$ cat src/source/gpu_settings.svh
`ifndef GPU_SETTINGS_SVH
`define GPU_SETTINGS_SVH

// screen size, one byte per axis
`define WIDTH_BITS 8   // x coordinate width
`define HEIGHT_BITS 8  // y coordinate width

// colour is 4 bits per channel, 12-bit rgb
`define CHANNEL_BITS 4

// command queue entries
// kept a power of two so the pointers wrap cleanly
`define FIFO_DEPTH 4

`endif

$ cat src/source/gpu_geom_pkg.sv
`include "gpu_settings.svh"

// pixel geometry and colour types
package gpu_geom_pkg;

  // screen positions
  typedef logic [`WIDTH_BITS-1:0] x_coord_t;   // column
  typedef logic [`HEIGHT_BITS-1:0] y_coord_t;  // row

  // one channel of an rgb colour
  typedef logic [`CHANNEL_BITS-1:0] channel_t;

endpackage

$ cat src/source/gpu_cmd_pkg.sv
// command and dispatch types
package gpu_cmd_pkg;

  // drawing opcodes, any other code is treated as a no-op
  typedef enum logic [3:0] {
    OP_LINE = 4'h4,  // bresenham line from (x1,y1) to (x2,y2)
    OP_FILL = 4'h5   // filled rectangle with corners (x1,y1) and (x2,y2)
  } opcode_t;

  // dispatch fsm
  typedef enum logic [1:0] {
    IDLE,   // waiting for a queued command
    START,  // head entry latched, engine kicked this cycle
    BUSY    // engine drawing, wait for its done
  } ctrl_state_t;

endpackage

$ cat src/source/gpu_cmd_fifo.sv
`timescale 1ns/1ps
`include "gpu_settings.svh"

module gpu_cmd_fifo
  import gpu_geom_pkg::*;
  import gpu_cmd_pkg::*;
(
  input  logic     clk,
  input  logic     n_rst,
  input  logic     push_i,
  input  logic     pop_i,
  input  opcode_t  opcode_i,
  input  x_coord_t x1_i,
  input  y_coord_t y1_i,
  input  x_coord_t x2_i,
  input  y_coord_t y2_i,
  input  channel_t r_i,
  input  channel_t g_i,
  input  channel_t b_i,
  output opcode_t  opcode_o,
  output x_coord_t x1_o,
  output y_coord_t y1_o,
  output x_coord_t x2_o,
  output y_coord_t y2_o,
  output channel_t r_o,
  output channel_t g_o,
  output channel_t b_o,
  output logic     empty_o,
  output logic     full_o
);

  localparam int AW = $clog2(`FIFO_DEPTH);

  // one array per field
  opcode_t  op_mem [`FIFO_DEPTH];
  x_coord_t x1_mem [`FIFO_DEPTH];
  y_coord_t y1_mem [`FIFO_DEPTH];
  x_coord_t x2_mem [`FIFO_DEPTH];
  y_coord_t y2_mem [`FIFO_DEPTH];
  channel_t r_mem [`FIFO_DEPTH];
  channel_t g_mem [`FIFO_DEPTH];
  channel_t b_mem [`FIFO_DEPTH];

  logic [AW-1:0] wr_ptr_q, rd_ptr_q;
  logic [AW:0]   count_q;  // occupancy, 0..depth

  // storage write
  always_ff @(posedge clk)
  begin
    if (push_i)
    begin
      op_mem[wr_ptr_q] <= opcode_i;
      x1_mem[wr_ptr_q] <= x1_i;
      y1_mem[wr_ptr_q] <= y1_i;
      x2_mem[wr_ptr_q] <= x2_i;
      y2_mem[wr_ptr_q] <= y2_i;
      r_mem[wr_ptr_q]  <= r_i;
      g_mem[wr_ptr_q]  <= g_i;
      b_mem[wr_ptr_q]  <= b_i;
    end
  end

  // pointers and count, push and pop may coincide
  always_ff @(posedge clk or negedge n_rst)
  begin
    if (!n_rst)
    begin
      wr_ptr_q <= '0;
      rd_ptr_q <= '0;
      count_q  <= '0;
    end
    else
    begin
      if (push_i)
        wr_ptr_q <= (wr_ptr_q == AW'(`FIFO_DEPTH-1)) ? '0 : wr_ptr_q + 1'b1;
      if (pop_i)
        rd_ptr_q <= (rd_ptr_q == AW'(`FIFO_DEPTH-1)) ? '0 : rd_ptr_q + 1'b1;
      case ({push_i, pop_i})
        2'b10:   count_q <= count_q + 1'b1;
        2'b01:   count_q <= count_q - 1'b1;
        default: count_q <= count_q;  // none, or both at once
      endcase
    end
  end

  // head entry, fall-through, no read latency
  assign opcode_o = op_mem[rd_ptr_q];
  assign x1_o     = x1_mem[rd_ptr_q];
  assign y1_o     = y1_mem[rd_ptr_q];
  assign x2_o     = x2_mem[rd_ptr_q];
  assign y2_o     = y2_mem[rd_ptr_q];
  assign r_o      = r_mem[rd_ptr_q];
  assign g_o      = g_mem[rd_ptr_q];
  assign b_o      = b_mem[rd_ptr_q];

  assign empty_o = (count_q == '0);
  assign full_o  = (count_q == (AW+1)'(`FIFO_DEPTH));

  // the sender has no back-pressure except full_o
  a_no_overflow: assert property (@(posedge clk) disable iff (!n_rst)
    full_o |-> !push_i || pop_i);
  // controller only pops a command it has been working on
  a_no_underflow: assert property (@(posedge clk) disable iff (!n_rst)
    empty_o |-> !pop_i);

endmodule

$ cat src/source/gpu_controller.sv
`timescale 1ns/1ps

module gpu_controller
  import gpu_geom_pkg::*;
  import gpu_cmd_pkg::*;
(
  input  logic     clk,
  input  logic     n_rst,
  input  opcode_t  opcode_i,  // queue head
  input  x_coord_t x1_i,
  input  y_coord_t y1_i,
  input  x_coord_t x2_i,
  input  y_coord_t y2_i,
  input  channel_t r_i,
  input  channel_t g_i,
  input  channel_t b_i,
  input  logic     empty_i,
  input  logic     line_done_i,
  input  logic     fill_done_i,
  input  logic     line_px_valid_i,
  input  x_coord_t line_px_x_i,
  input  y_coord_t line_px_y_i,
  input  logic     fill_px_valid_i,
  input  x_coord_t fill_px_x_i,
  input  y_coord_t fill_px_y_i,
  output logic     pop_o,
  output x_coord_t x1_o,  // operands shared by both engines
  output y_coord_t y1_o,
  output x_coord_t x2_o,
  output y_coord_t y2_o,
  output logic     line_start_o,
  output logic     fill_start_o,
  output logic     px_valid_o,
  output x_coord_t px_x_o,
  output y_coord_t px_y_o,
  output channel_t px_r_o,
  output channel_t px_g_o,
  output channel_t px_b_o,
  output logic     busy_o
);

  ctrl_state_t state_q, state_d;
  opcode_t     op_q;            // opcode of the command in flight
  channel_t    r_q, g_q, b_q;   // its colour

  always_ff @(posedge clk or negedge n_rst)
  begin
    if (!n_rst)
      state_q <= IDLE;
    else
      state_q <= state_d;
  end

  // latch the head entry when leaving IDLE
  always_ff @(posedge clk)
  begin
    if (state_q == IDLE && !empty_i)
    begin
      op_q <= opcode_i;
      x1_o <= x1_i;
      y1_o <= y1_i;
      x2_o <= x2_i;
      y2_o <= y2_i;
      r_q  <= r_i;
      g_q  <= g_i;
      b_q  <= b_i;
    end
  end

  always_comb
  begin
    state_d      = state_q;
    pop_o        = 1'b0;
    line_start_o = 1'b0;
    fill_start_o = 1'b0;
    case (state_q)
      IDLE:
        if (!empty_i)
          state_d = START;
      START:
        case (op_q)
          OP_LINE:
          begin
            line_start_o = 1'b1;
            state_d      = BUSY;
          end
          OP_FILL:
          begin
            fill_start_o = 1'b1;
            state_d      = BUSY;
          end
          default:
          begin
            pop_o   = 1'b1;  // no-op, drop it straight away
            state_d = IDLE;
          end
        endcase
      BUSY:
        if (line_done_i || fill_done_i)
        begin
          pop_o   = 1'b1;  // command finished
          state_d = IDLE;
        end
      default: state_d = IDLE;
    endcase
  end

  // merge pixel streams, only one engine runs at a time
  assign px_valid_o = line_px_valid_i | fill_px_valid_i;
  assign px_x_o     = line_px_valid_i ? line_px_x_i : fill_px_x_i;
  assign px_y_o     = line_px_valid_i ? line_px_y_i : fill_px_y_i;
  assign px_r_o     = r_q;
  assign px_g_o     = g_q;
  assign px_b_o     = b_q;

  assign busy_o = (state_q != IDLE) || !empty_i;

  a_one_engine: assert property (@(posedge clk) disable iff (!n_rst)
    !(line_px_valid_i && fill_px_valid_i));
  a_no_idle_done: assert property (@(posedge clk) disable iff (!n_rst)
    (state_q == IDLE) |-> !(line_done_i || fill_done_i));

endmodule

$ cat src/source/gpu_line_engine.sv
`timescale 1ns/1ps
`include "gpu_settings.svh"

module gpu_line_engine
  import gpu_geom_pkg::*;
(
  input  logic     clk,
  input  logic     n_rst,
  input  logic     start_i,
  input  x_coord_t x1_i,
  input  y_coord_t y1_i,
  input  x_coord_t x2_i,
  input  y_coord_t y2_i,
  output logic     px_valid_o,
  output x_coord_t px_x_o,
  output y_coord_t px_y_o,
  output logic     done_o
);

  // error width, wide axis plus sign and headroom
  localparam int EW = ((`WIDTH_BITS > `HEIGHT_BITS) ? `WIDTH_BITS : `HEIGHT_BITS) + 2;

  x_coord_t x_q, x2_q, dx_q;  // current x, end x, |x2-x1|
  y_coord_t y_q, y2_q, dy_q;  // current y, end y, |y2-y1|
  logic     sx_q, sy_q;       // 1 when stepping down the axis
  logic     active_q;

  logic signed [EW-1:0] err_q, err_d;
  logic signed [EW-1:0] dx_e, dy_e;
  logic signed [EW:0]   e2;  // doubled error
  logic step_x, step_y, at_end;
  x_coord_t dx_in;
  y_coord_t dy_in;

  // magnitudes of the start operands
  assign dx_in = (x2_i >= x1_i) ? x2_i - x1_i : x1_i - x2_i;
  assign dy_in = (y2_i >= y1_i) ? y2_i - y1_i : y1_i - y2_i;

  assign dx_e = EW'(dx_q);
  assign dy_e = EW'(dy_q);
  assign e2   = {err_q, 1'b0};

  assign step_x = (e2 >= -dy_e);  // move along x
  assign step_y = (e2 <= dx_e);   // move along y
  assign err_d  = err_q - (step_x ? dy_e : '0) + (step_y ? dx_e : '0);
  assign at_end = (x_q == x2_q) && (y_q == y2_q);

  // control
  always_ff @(posedge clk or negedge n_rst)
  begin
    if (!n_rst)
    begin
      active_q <= 1'b0;
      done_o   <= 1'b0;
    end
    else
    begin
      done_o <= 1'b0;
      if (start_i)
        active_q <= 1'b1;
      else if (active_q && at_end)
      begin
        active_q <= 1'b0;  // end point shown this cycle
        done_o   <= 1'b1;
      end
    end
  end

  // walk state
  always_ff @(posedge clk)
  begin
    if (start_i)
    begin
      x_q   <= x1_i;
      y_q   <= y1_i;
      x2_q  <= x2_i;
      y2_q  <= y2_i;
      dx_q  <= dx_in;
      dy_q  <= dy_in;
      sx_q  <= (x2_i < x1_i);
      sy_q  <= (y2_i < y1_i);
      err_q <= EW'(dx_in) - EW'(dy_in);  // dx - dy
    end
    else if (active_q && !at_end)
    begin
      err_q <= err_d;
      if (step_x)
        x_q <= sx_q ? x_q - 1'b1 : x_q + 1'b1;
      if (step_y)
        y_q <= sy_q ? y_q - 1'b1 : y_q + 1'b1;
    end
  end

  assign px_valid_o = active_q;  // one pixel per active cycle
  assign px_x_o     = x_q;
  assign px_y_o     = y_q;

endmodule

$ cat src/source/gpu_fill_engine.sv
`timescale 1ns/1ps

module gpu_fill_engine
  import gpu_geom_pkg::*;
(
  input  logic     clk,
  input  logic     n_rst,
  input  logic     start_i,
  input  x_coord_t x1_i,
  input  y_coord_t y1_i,
  input  x_coord_t x2_i,
  input  y_coord_t y2_i,
  output logic     px_valid_o,
  output x_coord_t px_x_o,
  output y_coord_t px_y_o,
  output logic     done_o
);

  x_coord_t x_q, xmin_q, xmax_q;
  y_coord_t y_q, ymax_q;
  logic     active_q;
  logic     row_end, last_px;

  assign row_end = (x_q == xmax_q);
  assign last_px = row_end && (y_q == ymax_q);

  always_ff @(posedge clk or negedge n_rst)
  begin
    if (!n_rst)
    begin
      active_q <= 1'b0;
      done_o   <= 1'b0;
    end
    else
    begin
      done_o <= 1'b0;
      if (start_i)
        active_q <= 1'b1;
      else if (active_q && last_px)
      begin
        active_q <= 1'b0;
        done_o   <= 1'b1;  // one cycle after the last pixel
      end
    end
  end

  // raster scan, corners normalized on start
  always_ff @(posedge clk)
  begin
    if (start_i)
    begin
      xmin_q <= (x1_i < x2_i) ? x1_i : x2_i;
      xmax_q <= (x1_i < x2_i) ? x2_i : x1_i;
      ymax_q <= (y1_i < y2_i) ? y2_i : y1_i;
      x_q    <= (x1_i < x2_i) ? x1_i : x2_i;  // top-left corner first
      y_q    <= (y1_i < y2_i) ? y1_i : y2_i;
    end
    else if (active_q && !last_px)
    begin
      if (row_end)
      begin
        x_q <= xmin_q;  // next row
        y_q <= y_q + 1'b1;
      end
      else
        x_q <= x_q + 1'b1;
    end
  end

  assign px_valid_o = active_q;
  assign px_x_o     = x_q;
  assign px_y_o     = y_q;

endmodule

$ cat src/source/gpu_top.sv
`timescale 1ns/1ps

module gpu_top
  import gpu_geom_pkg::*;
  import gpu_cmd_pkg::*;
(
  input  logic     clk,
  input  logic     n_rst,
  input  logic     cmd_valid_i,
  input  opcode_t  opcode_i,
  input  x_coord_t x1_i,
  input  y_coord_t y1_i,
  input  x_coord_t x2_i,
  input  y_coord_t y2_i,
  input  channel_t r_i,
  input  channel_t g_i,
  input  channel_t b_i,
  output logic     cmd_full_o,
  output logic     px_valid_o,
  output x_coord_t px_x_o,
  output y_coord_t px_y_o,
  output channel_t px_r_o,
  output channel_t px_g_o,
  output channel_t px_b_o,
  output logic     busy_o
);

  // queue head
  opcode_t  q_op;
  x_coord_t q_x1, q_x2;
  y_coord_t q_y1, q_y2;
  channel_t q_r, q_g, q_b;
  logic     q_empty, q_pop;

  // operands to engines
  x_coord_t op_x1, op_x2;
  y_coord_t op_y1, op_y2;
  logic     line_start, fill_start;

  // engine pixel streams
  logic     line_valid, line_done, fill_valid, fill_done;
  x_coord_t line_x, fill_x;
  y_coord_t line_y, fill_y;

  gpu_cmd_fifo u_fifo (
    .clk(clk), .n_rst(n_rst), .push_i(cmd_valid_i), .pop_i(q_pop),
    .opcode_i(opcode_i), .x1_i(x1_i), .y1_i(y1_i), .x2_i(x2_i), .y2_i(y2_i),
    .r_i(r_i), .g_i(g_i), .b_i(b_i),
    .opcode_o(q_op), .x1_o(q_x1), .y1_o(q_y1), .x2_o(q_x2), .y2_o(q_y2),
    .r_o(q_r), .g_o(q_g), .b_o(q_b), .empty_o(q_empty), .full_o(cmd_full_o)
  );

  gpu_controller u_ctrl (
    .clk(clk), .n_rst(n_rst),
    .opcode_i(q_op), .x1_i(q_x1), .y1_i(q_y1), .x2_i(q_x2), .y2_i(q_y2),
    .r_i(q_r), .g_i(q_g), .b_i(q_b), .empty_i(q_empty),
    .line_done_i(line_done), .fill_done_i(fill_done),
    .line_px_valid_i(line_valid), .line_px_x_i(line_x), .line_px_y_i(line_y),
    .fill_px_valid_i(fill_valid), .fill_px_x_i(fill_x), .fill_px_y_i(fill_y),
    .pop_o(q_pop), .x1_o(op_x1), .y1_o(op_y1), .x2_o(op_x2), .y2_o(op_y2),
    .line_start_o(line_start), .fill_start_o(fill_start),
    .px_valid_o(px_valid_o), .px_x_o(px_x_o), .px_y_o(px_y_o),
    .px_r_o(px_r_o), .px_g_o(px_g_o), .px_b_o(px_b_o), .busy_o(busy_o)
  );

  gpu_line_engine u_line (
    .clk(clk), .n_rst(n_rst), .start_i(line_start),
    .x1_i(op_x1), .y1_i(op_y1), .x2_i(op_x2), .y2_i(op_y2),
    .px_valid_o(line_valid), .px_x_o(line_x), .px_y_o(line_y), .done_o(line_done)
  );

  gpu_fill_engine u_fill (
    .clk(clk), .n_rst(n_rst), .start_i(fill_start),
    .x1_i(op_x1), .y1_i(op_y1), .x2_i(op_x2), .y2_i(op_y2),
    .px_valid_o(fill_valid), .px_x_o(fill_x), .px_y_o(fill_y), .done_o(fill_done)
  );

endmodule

$ cat config.mk
export PLATFORM = sky130hd
export DESIGN_NAME = gpu_top
export DESIGN_NICKNAME = d
export VERILOG_FILES = /design/src/source/gpu_geom_pkg.sv /design/src/source/gpu_cmd_pkg.sv /design/src/source/gpu_cmd_fifo.sv /design/src/source/gpu_controller.sv /design/src/source/gpu_line_engine.sv /design/src/source/gpu_fill_engine.sv /design/src/source/gpu_top.sv
export VERILOG_INCLUDE_DIRS = /design/src /design/src/source
export SDC_FILE = /design/constraint.sdc
export NUM_CORES = 1
export LEC_CHECK = 0
export ABC_AREA = 0
export BUFFER_PORTS_ARGS = -buffer_cell sky130_fd_sc_hd__buf_2
export CAP_MARGIN = 20
export CORE_MARGIN = 3
export CORE_UTILIZATION = 58
export CTS_CLUSTER_SIZE = 30
export DETAILED_ROUTE_END_ITERATION = 16
export GPL_TIMING_DRIVEN = 1
export PLACE_DENSITY = 0.76
export SLEW_MARGIN = 25
export SYNTH_ARGS = -nofsm -noshare
export SYNTH_HDL_FRONTEND = slang
export SYNTH_SLANG_ARGS = --single-unit
$ cat constraint.sdc
create_clock -name clk -period 6.4 [get_ports clk]
set_input_delay 0.32 -clock clk [delete_from_list [all_inputs] [get_ports clk]]
set_output_delay 0.32 -clock clk [all_outputs]
set_load 0.01 [all_outputs]
==> flow_summary.ini, run 1 <==
[clocking]
insertion_delay_ns = 0.52
path_clk_slew_ns = 0.06
cts_setup_buffers = 0
clock_tree.buffer_depth = 3
htreeDepth = 2
tritoncts = done
clk_root_buffer_cell = sky130_fd_sc_hd__clkbuf_16
cts_inserted_buffers = 37
clock_sinks = 353
ctsResizeCount = 0

[yosys]
synth_flop_cell = sky130_fd_sc_hd__edfxtp_1
synth_enable_flop_cells = 340
syn_nets = 1381
ys_types = 66
synth.avg_cell_area_um2 = 14.2
synth.yosys.seq_area_share_pct = 60.6
share_of_async_settable_or_async_resettable_flops_after_synthesis_pct = 3.68
yosysWarnings = 0
synth_cells = 1222
synth.ff_latch_count = 353
mappedNetlistArea_mm2 = 0.0174

[worst_setup_path]
worst_path_max_delay_cell = sky130_fd_sc_hd__fa_1
slowest_delay_ns = 0.56
critical_path_class = flop to flop
path_cells = nor3_1, nor3b_1, nand2b_1, nor2_1, xor2_1, ha_1, nor2b_1, o311ai_1, nand4_1, and3_1, fa_1, inv_1, ha_1, a21o_1, a21oi_1, o21ai_1, a21o_1, a31o_1, or4_1, nand3_1
crit_path_end_kind = flop
timing.critical_path.fanout_max = 9
cp.required_ns = 6.79
crit-reg2reg-launch = u_line.dy_q[2]$_DFFE_PP_
critical_path.startpoint_type = flop
cp-startpoint = u_line.dy_q[2]$_DFFE_PP_
worst_ep_arrival_ns = 5.64

[route]
overall_via_count_from_detail_route = 10100
via_per_inst = 5.80
route.detailed.drc = 0
routed_wirelength_mm = 35.7
avgRoutedWirePerCell_um = 20.5
firstDrtPassIters = 5
detail-route-antenna-nets = 0
detailedRoute.firstIterationViolations = 910

[cells_and_area]
final_layout_size_suffix_gt1_share_pct = 18.1
num-nets-final = 1486
layout_common_cells = sky130_fd_sc_hd__edfxtp_1 (340), sky130_fd_sc_hd__inv_1 (115), sky130_fd_sc_hd__ha_1 (92)
flow.area_growth_from_synthesis_pct = 12.4
leading_cell_type_in_the_layout_fill_and_taps_excluded = sky130_fd_sc_hd__edfxtp_1

[grt]
via_count_of_the_first_global_routing_pass = 10200
grt_first_pass_wirelength_mm = 56.1
grtUsageTotal_pct = 22.8
grt.overflow.total = 0
antenna_found_initial = 2
grt_start_max_net_pins = 51

[place]
io_buffers = 81
place_congestion = 0.882
dp.final_hpwl_mm = 23.9

[timing]
fin_worst_skew_ns = 0.0246
rsz0062_at_grt = false
final_hold_viol_count = 0
finalCritPeriodShare_pct = 82.1
final.setup.tns_ns = 0
tightest_slew_ns = 0.825
drv_slew = 0
max_slew_margin_pct = 45.0
finalSetupViolations = 0
finalCriticalPeriod_ns = 5.25
fmax_achieved_mhz = 190

[min_path]
holdCritStartpoint = g_i[3]
worst_hold_path_type = input port to flop

[floorplanning]
die_height_um = 179
chipWidth_um = 179
core_mm2 = 0.0291
ioPinCount = 82
core.rowCount = 62
initial_utilization_pct = 59.7
fp.dieArea_mm2 = 0.0321

[run_status]
status = finished, final reports clean

[flow_run]
maxCapViolCount = 0
-- sequential cells by signal, summed over array words and instances (netlist names), 10 cells and up --
| name | count |
|---|---|
| u_fifo.x1_mem | 32 |
| u_line.err_q | 10 |
| u_fifo.y2_mem | 32 |
| u_fifo.y1_mem | 32 |
| u_fifo.r_mem | 16 |
| u_fifo.b_mem | 16 |
| u_fifo.x2_mem | 32 |
| u_fifo.op_mem | 16 |
| u_fifo.g_mem | 16 |
-- cells by family (layout without fill, tap and decap cells) --
| logic type | count (synthesis) | after routing | share of synthesized area [%] |
|---|---|---|---|
| flops | 353 | 353 | 60.6 |
| simple gates | 229 | 229 | 6.44 |
| compound gates | 196 | 196 | 7.26 |
| buf+inv | 150 | 283 | 3.46 |
| fa+ha+maj | 108 | 108 | 8.47 |
| mux | 98 | 98 | 9.28 |
| xor+xnor | 88 | 88 | 4.44 |
| other cells | 0 | 1 | 0 |
-- what timing repair did --
item,CTS,global route
endpoints found under the hold margin,26,0
hold buffers,5,0
setup endpoints to repair,0,0
-- worst paths after layout --
check | end | slack [ns] | cells after the start
worst max-delay path | u_line.err_q[9]$_DFFE_PP_ | 1.15 | 20
worst min-delay path | u_fifo.g_mem[1][3]$_DFFE_PP_ | 0.01 | 1
worst max register to register | u_line.err_q[9]$_DFFE_PP_ | 1.15 | 20
worst min register to register | u_fifo.count_q[2]$_DFFE_PN0P_ | 0.51 | 1
max in group asynchronous | u_fifo.rd_ptr_q[0]$_DFFE_PN0P_ | 5.91 | 2
min in group asynchronous | u_fifo.wr_ptr_q[0]$_DFFE_PN0P_ | 0.22 | 2
-- synth_stat cells, types with 3 or more instances --
cell	count	area [um^2]
sky130_fd_sc_hd__and2_1	5	31.3
sky130_fd_sc_hd__mux2_2	20	225
sky130_fd_sc_hd__dfrtp_1	13	325
sky130_fd_sc_hd__nor2b_1	11	68.8
sky130_fd_sc_hd__mux2_1	5	56.3
sky130_fd_sc_hd__fa_1	16	320
sky130_fd_sc_hd__a211oi_1	5	37.5
sky130_fd_sc_hd__nand3b_1	3	22.5
sky130_fd_sc_hd__nand2_1	85	319
sky130_fd_sc_hd__nor3b_1	3	22.5
sky130_fd_sc_hd__buf_1	8	30.0
sky130_fd_sc_hd__o21bai_1	10	75.1
sky130_fd_sc_hd__o21ai_1	22	110
sky130_fd_sc_hd__a21boi_0	4	30.0
sky130_fd_sc_hd__a21oi_2	4	35.0
sky130_fd_sc_hd__a21o_1	15	113
sky130_fd_sc_hd__a21oi_1	58	290
sky130_fd_sc_hd__inv_1	116	435
sky130_fd_sc_hd__nor4_1	6	37.5
sky130_fd_sc_hd__and3_1	18	113
sky130_fd_sc_hd__o211ai_1	3	22.5
sky130_fd_sc_hd__clkbuf_1	12	45.0
sky130_fd_sc_hd__nand2b_1	9	56.3
sky130_fd_sc_hd__xnor2_1	41	359
sky130_fd_sc_hd__xor2_1	47	412
sky130_fd_sc_hd__mux4_2	48	1080
sky130_fd_sc_hd__mux2i_1	25	250
sky130_fd_sc_hd__nor3_1	13	65.1
sky130_fd_sc_hd__or3_1	6	37.5
sky130_fd_sc_hd__nand3_1	13	65.1
sky130_fd_sc_hd__o21a_1	6	45.0
sky130_fd_sc_hd__edfxtp_1	340	10200
sky130_fd_sc_hd__buf_4	4	30.0
sky130_fd_sc_hd__o31ai_1	4	30.0
sky130_fd_sc_hd__ha_1	92	1150
sky130_fd_sc_hd__o21ai_0	40	200
sky130_fd_sc_hd__o21ai_2	3	26.3
sky130_fd_sc_hd__nor2_1	38	143
sky130_fd_sc_hd__buf_2	7	35.0
sky130_fd_sc_hd__nand4_1	9	56.3
-- final cells by class --
class / count / area [um^2]
Antenna cell: 1 / 2.50
Clock buffer: 49 / 1020
Clock inverter: 18 / 234
Fill cell: 1999 / 9560
Inverter: 117 / 439
Multi-Input combinational cell: 719 / 6250
Sequential cell: 353 / 10500
Tap cell: 384 / 480
Timing Repair Buffer: 99 / 564
-- routing by layer --
metal	wire [um]	vias up	global-route usage (%)
met5	25	-	0
met4	723	4	5.26
met3	2500	59	4.19
met2	16900	321	36.6
met1	15500	4973	32.8
li1	-	4733	-
-- through the flow --
stage	area, um^2	std cells	hold slack, ns	worst slack (ns)	util [%]
floorplan	17400	1222	0.0244	1.64	-
global placement	18200	1665	0.223	1.25	62.5
detailed placement	18200	1666	0.231	1.21	62.6
CTS	19500	1738	0.0000712	1.17	67.1
global route	19500	1739	0.00372	0.675	67.1
finish	19500	1740	0.0126	1.15	67.1
-- worst max-delay path, delay by kind of cell, from the launching register on --
family | cells | cell delay [ns]
compound gates | 6 | 1.24
xor+xnor | 1 | 0.16
fa+ha+maj | 3 | 1.09
buf+inv | 1 | 0.06
flops | 1 | 0.43
simple gates | 9 | 2.15
Power of run 1 is not shown: default switching activity piles up to over one toggle a cycle in this logic, so the estimate is an artifact.
==> inputs of run 2 (changes only) <==
Settings changed: CORE_UTILIZATION 58 to 56, PLACE_DENSITY 0.76 to 0.77.
Clock period 6.4 ns to 4.2 ns, I/O delays scaled along.
==> run 2 against run 1 <==
Effect of this change:
- the run now ends with setup timing left
- final area increased by 5.4%
- critical path depth increased by 2
- worst hold slack improved by 0.089 ns
- sequential cell count unchanged
- register-to-register slack got worse by 1.5 ns
- wire length increased by 8.9%
- clock skew increased by 0.013 ns
- via count increased by 5.9%
- critical endpoint unchanged
- global-route usage increased by 0.94 points
- first-iteration DRC count increased by 15%
==> flow_summary.ini, run 2 (synthesis results as in run 1) <==
[clocking]
clock_sinks = 353
htreeDepth = 2
clk_root_buffer_cell = sky130_fd_sc_hd__clkbuf_16
clock_tree.buffer_depth = 3
insertion_delay_ns = 0.53
path_clk_slew_ns = 0.07
tritoncts = done
cts_inserted_buffers = 38

[timing]
fin_worst_skew_ns = 0.0379
finalSetupViolations = 7
finalCritPeriodShare_pct = 109
finalCriticalPeriod_ns = 4.58
drv_slew = 0
fmax_achieved_mhz = 218
max_slew_margin_pct = 32.8
post-route-worst-setup-slack_ns = -0.377
final_hold_viol_count = 0
rsz0062_at_grt = true
tightest_slew_ns = 1.01

[cells_and_area]
antenna_cells = 0
fill_cells = 2039
final_layout_size_suffix_gt1_share_pct = 22.5
flow.area_growth_from_synthesis_pct = 18.4
layout_common_cells = sky130_fd_sc_hd__edfxtp_1 (340), sky130_fd_sc_hd__inv_1 (114), sky130_fd_sc_hd__ha_1 (90)
seqCellArea_mm2 = 0.0105
multi_input_gate_area_mm2 = 0.00635
num-nets-final = 1599
leading_cell_type_in_the_layout_fill_and_taps_excluded = sky130_fd_sc_hd__edfxtp_1

[route]
overall_via_count_from_detail_route = 10700
met3_length_mm = 2.44
route.detailed.drc = 0
detailedRoute.firstIterationViolations = 1043
routed_wirelength_mm = 38.8
firstDrtPassIters = 5
avgRoutedWirePerCell_um = 20.9
topRoutingLayerUsed = met4
via_per_inst = 5.76
wl_met1_mm = 16.4
detail-route-antenna-nets = 0
routed-wl-met2_mm = 18.6

[worst_setup_path]
crit-reg2reg-launch = u_line.dy_q[1]$_DFFE_PP_
critical_path.startpoint_type = flop
crit_path_end_kind = flop
worst_r2r_endpoint = u_line.err_q[9]$_DFFE_PP_
timing.critical_path.fanout_max = 3
reg2regPathDepth = 22
cp.required_ns = 4.59
reg2reg_setup_slack_ns = -0.38
worst_ep_arrival_ns = 4.96
critical_path_class = flop to flop

[min_path]
worst_hold_path_type = input port to asynchronous set/reset pin

[floorplanning]
core.rowCount = 63
chipWidth_um = 182
fp.dieArea_mm2 = 0.0332
initial_utilization_pct = 57.7
die_height_um = 182
ioPinCount = 82
core_mm2 = 0.0301

[place]
place_ws_ns = -0.481
io_buffers = 81
place_congestion = 0.904
dp.final_hpwl_mm = 26.0

[grt]
via_count_of_the_first_global_routing_pass = 11000
grt_first_pass_wirelength_mm = 61.3
grt_start_max_net_pins = 52
grt.overflow.total = 0
grtUsageTotal_pct = 23.7
antenna_found_initial = 0

[run_status]
status = finished, violations left
failed_checks = setup timing

[flow_run]
maxCapViolCount = 0
-- run 2: metal layers --
layer | GRT usage (%) | vias to the layer above
met5 | 0 | -
met4 | 8.65 | 0
met3 | 4.19 | 89
met2 | 38.4 | 378
met1 | 32.7 | 5263
li1 | - | 4952
-- run 2: layout make-up --
class | count | share of cell area, %
clock inverters | 19 | 0.961
clock buffers | 46 | 4.97
repair buffers | 211 | 7.46
well taps | 390 | 2.37
flip-flops and latches | 353 | 51.2
multi-input cells | 719 | 30.9
inverters | 117 | 2.13
-- run 2: critical path, cell delays in order (launching register included) --
cell	delay, ns
sky130_fd_sc_hd__edfxtp_1	0.44
sky130_fd_sc_hd__inv_1	0.13
sky130_fd_sc_hd__ha_4	0.14
sky130_fd_sc_hd__nand2_2	0.06
sky130_fd_sc_hd__xnor2_2	0.13
sky130_fd_sc_hd__ha_1	0.29
sky130_fd_sc_hd__a21o_1	0.19
sky130_fd_sc_hd__a21o_1	0.18
sky130_fd_sc_hd__a21oi_2	0.12
sky130_fd_sc_hd__nor2b_1	0.06
sky130_fd_sc_hd__o311ai_2	0.24
sky130_fd_sc_hd__nand4_1	0.15
sky130_fd_sc_hd__and3_4	0.20
sky130_fd_sc_hd__fa_1	0.50
sky130_fd_sc_hd__inv_1	0.05
sky130_fd_sc_hd__ha_1	0.28
sky130_fd_sc_hd__a21o_1	0.17
sky130_fd_sc_hd__a21oi_2	0.17
sky130_fd_sc_hd__o21ai_2	0.08
sky130_fd_sc_hd__a21o_1	0.19
sky130_fd_sc_hd__a31o_1	0.19
sky130_fd_sc_hd__or4_1	0.40
sky130_fd_sc_hd__nand3_1	0.09
-- run 2: stage by stage --
stage,cells,hold slack [ns],instance area (um^2),setup TNS [ns],util (%)
2_1_floorplan,1222,-0.0856,17400,-0.798,-
3_3_place_gp,1730,0.118,18700,-1.33,62.0
3_5_place_dp,1730,0.122,18700,-1.71,62.0
4_1_cts,1849,0.0991,20400,-1.94,67.9
5_1_grt,1855,0.130,20600,-3.70,68.3
6_report,1855,0.102,20600,-1.78,68.3
-- run 2: how the worst max path moves through the flow --
stage / startpoint / to
floorplan: u_line.dy_q[0]$_DFFE_PP_ / u_line.err_q[9]$_DFFE_PP_
global placement: u_line.dy_q[0]$_DFFE_PP_ / u_line.err_q[9]$_DFFE_PP_
detailed placement: u_line.dy_q[1]$_DFFE_PP_ / u_line.err_q[9]$_DFFE_PP_
CTS: u_line.dy_q[0]$_DFFE_PP_ / u_line.err_q[9]$_DFFE_PP_
global route: u_line.dy_q[1]$_DFFE_PP_ / u_line.err_q[8]$_DFFE_PP_
finish: u_line.dy_q[1]$_DFFE_PP_ / u_line.err_q[9]$_DFFE_PP_
-- run 2: what timing repair did --
item	CTS	global route
endpoints found under the hold margin	207	0
resized for setup	5	9
buffers inserted	4	4
pin swaps	13	9
endpoints found under the setup margin	6	9
hold buffers	50	0
Power of run 2 is left out for the same reason.
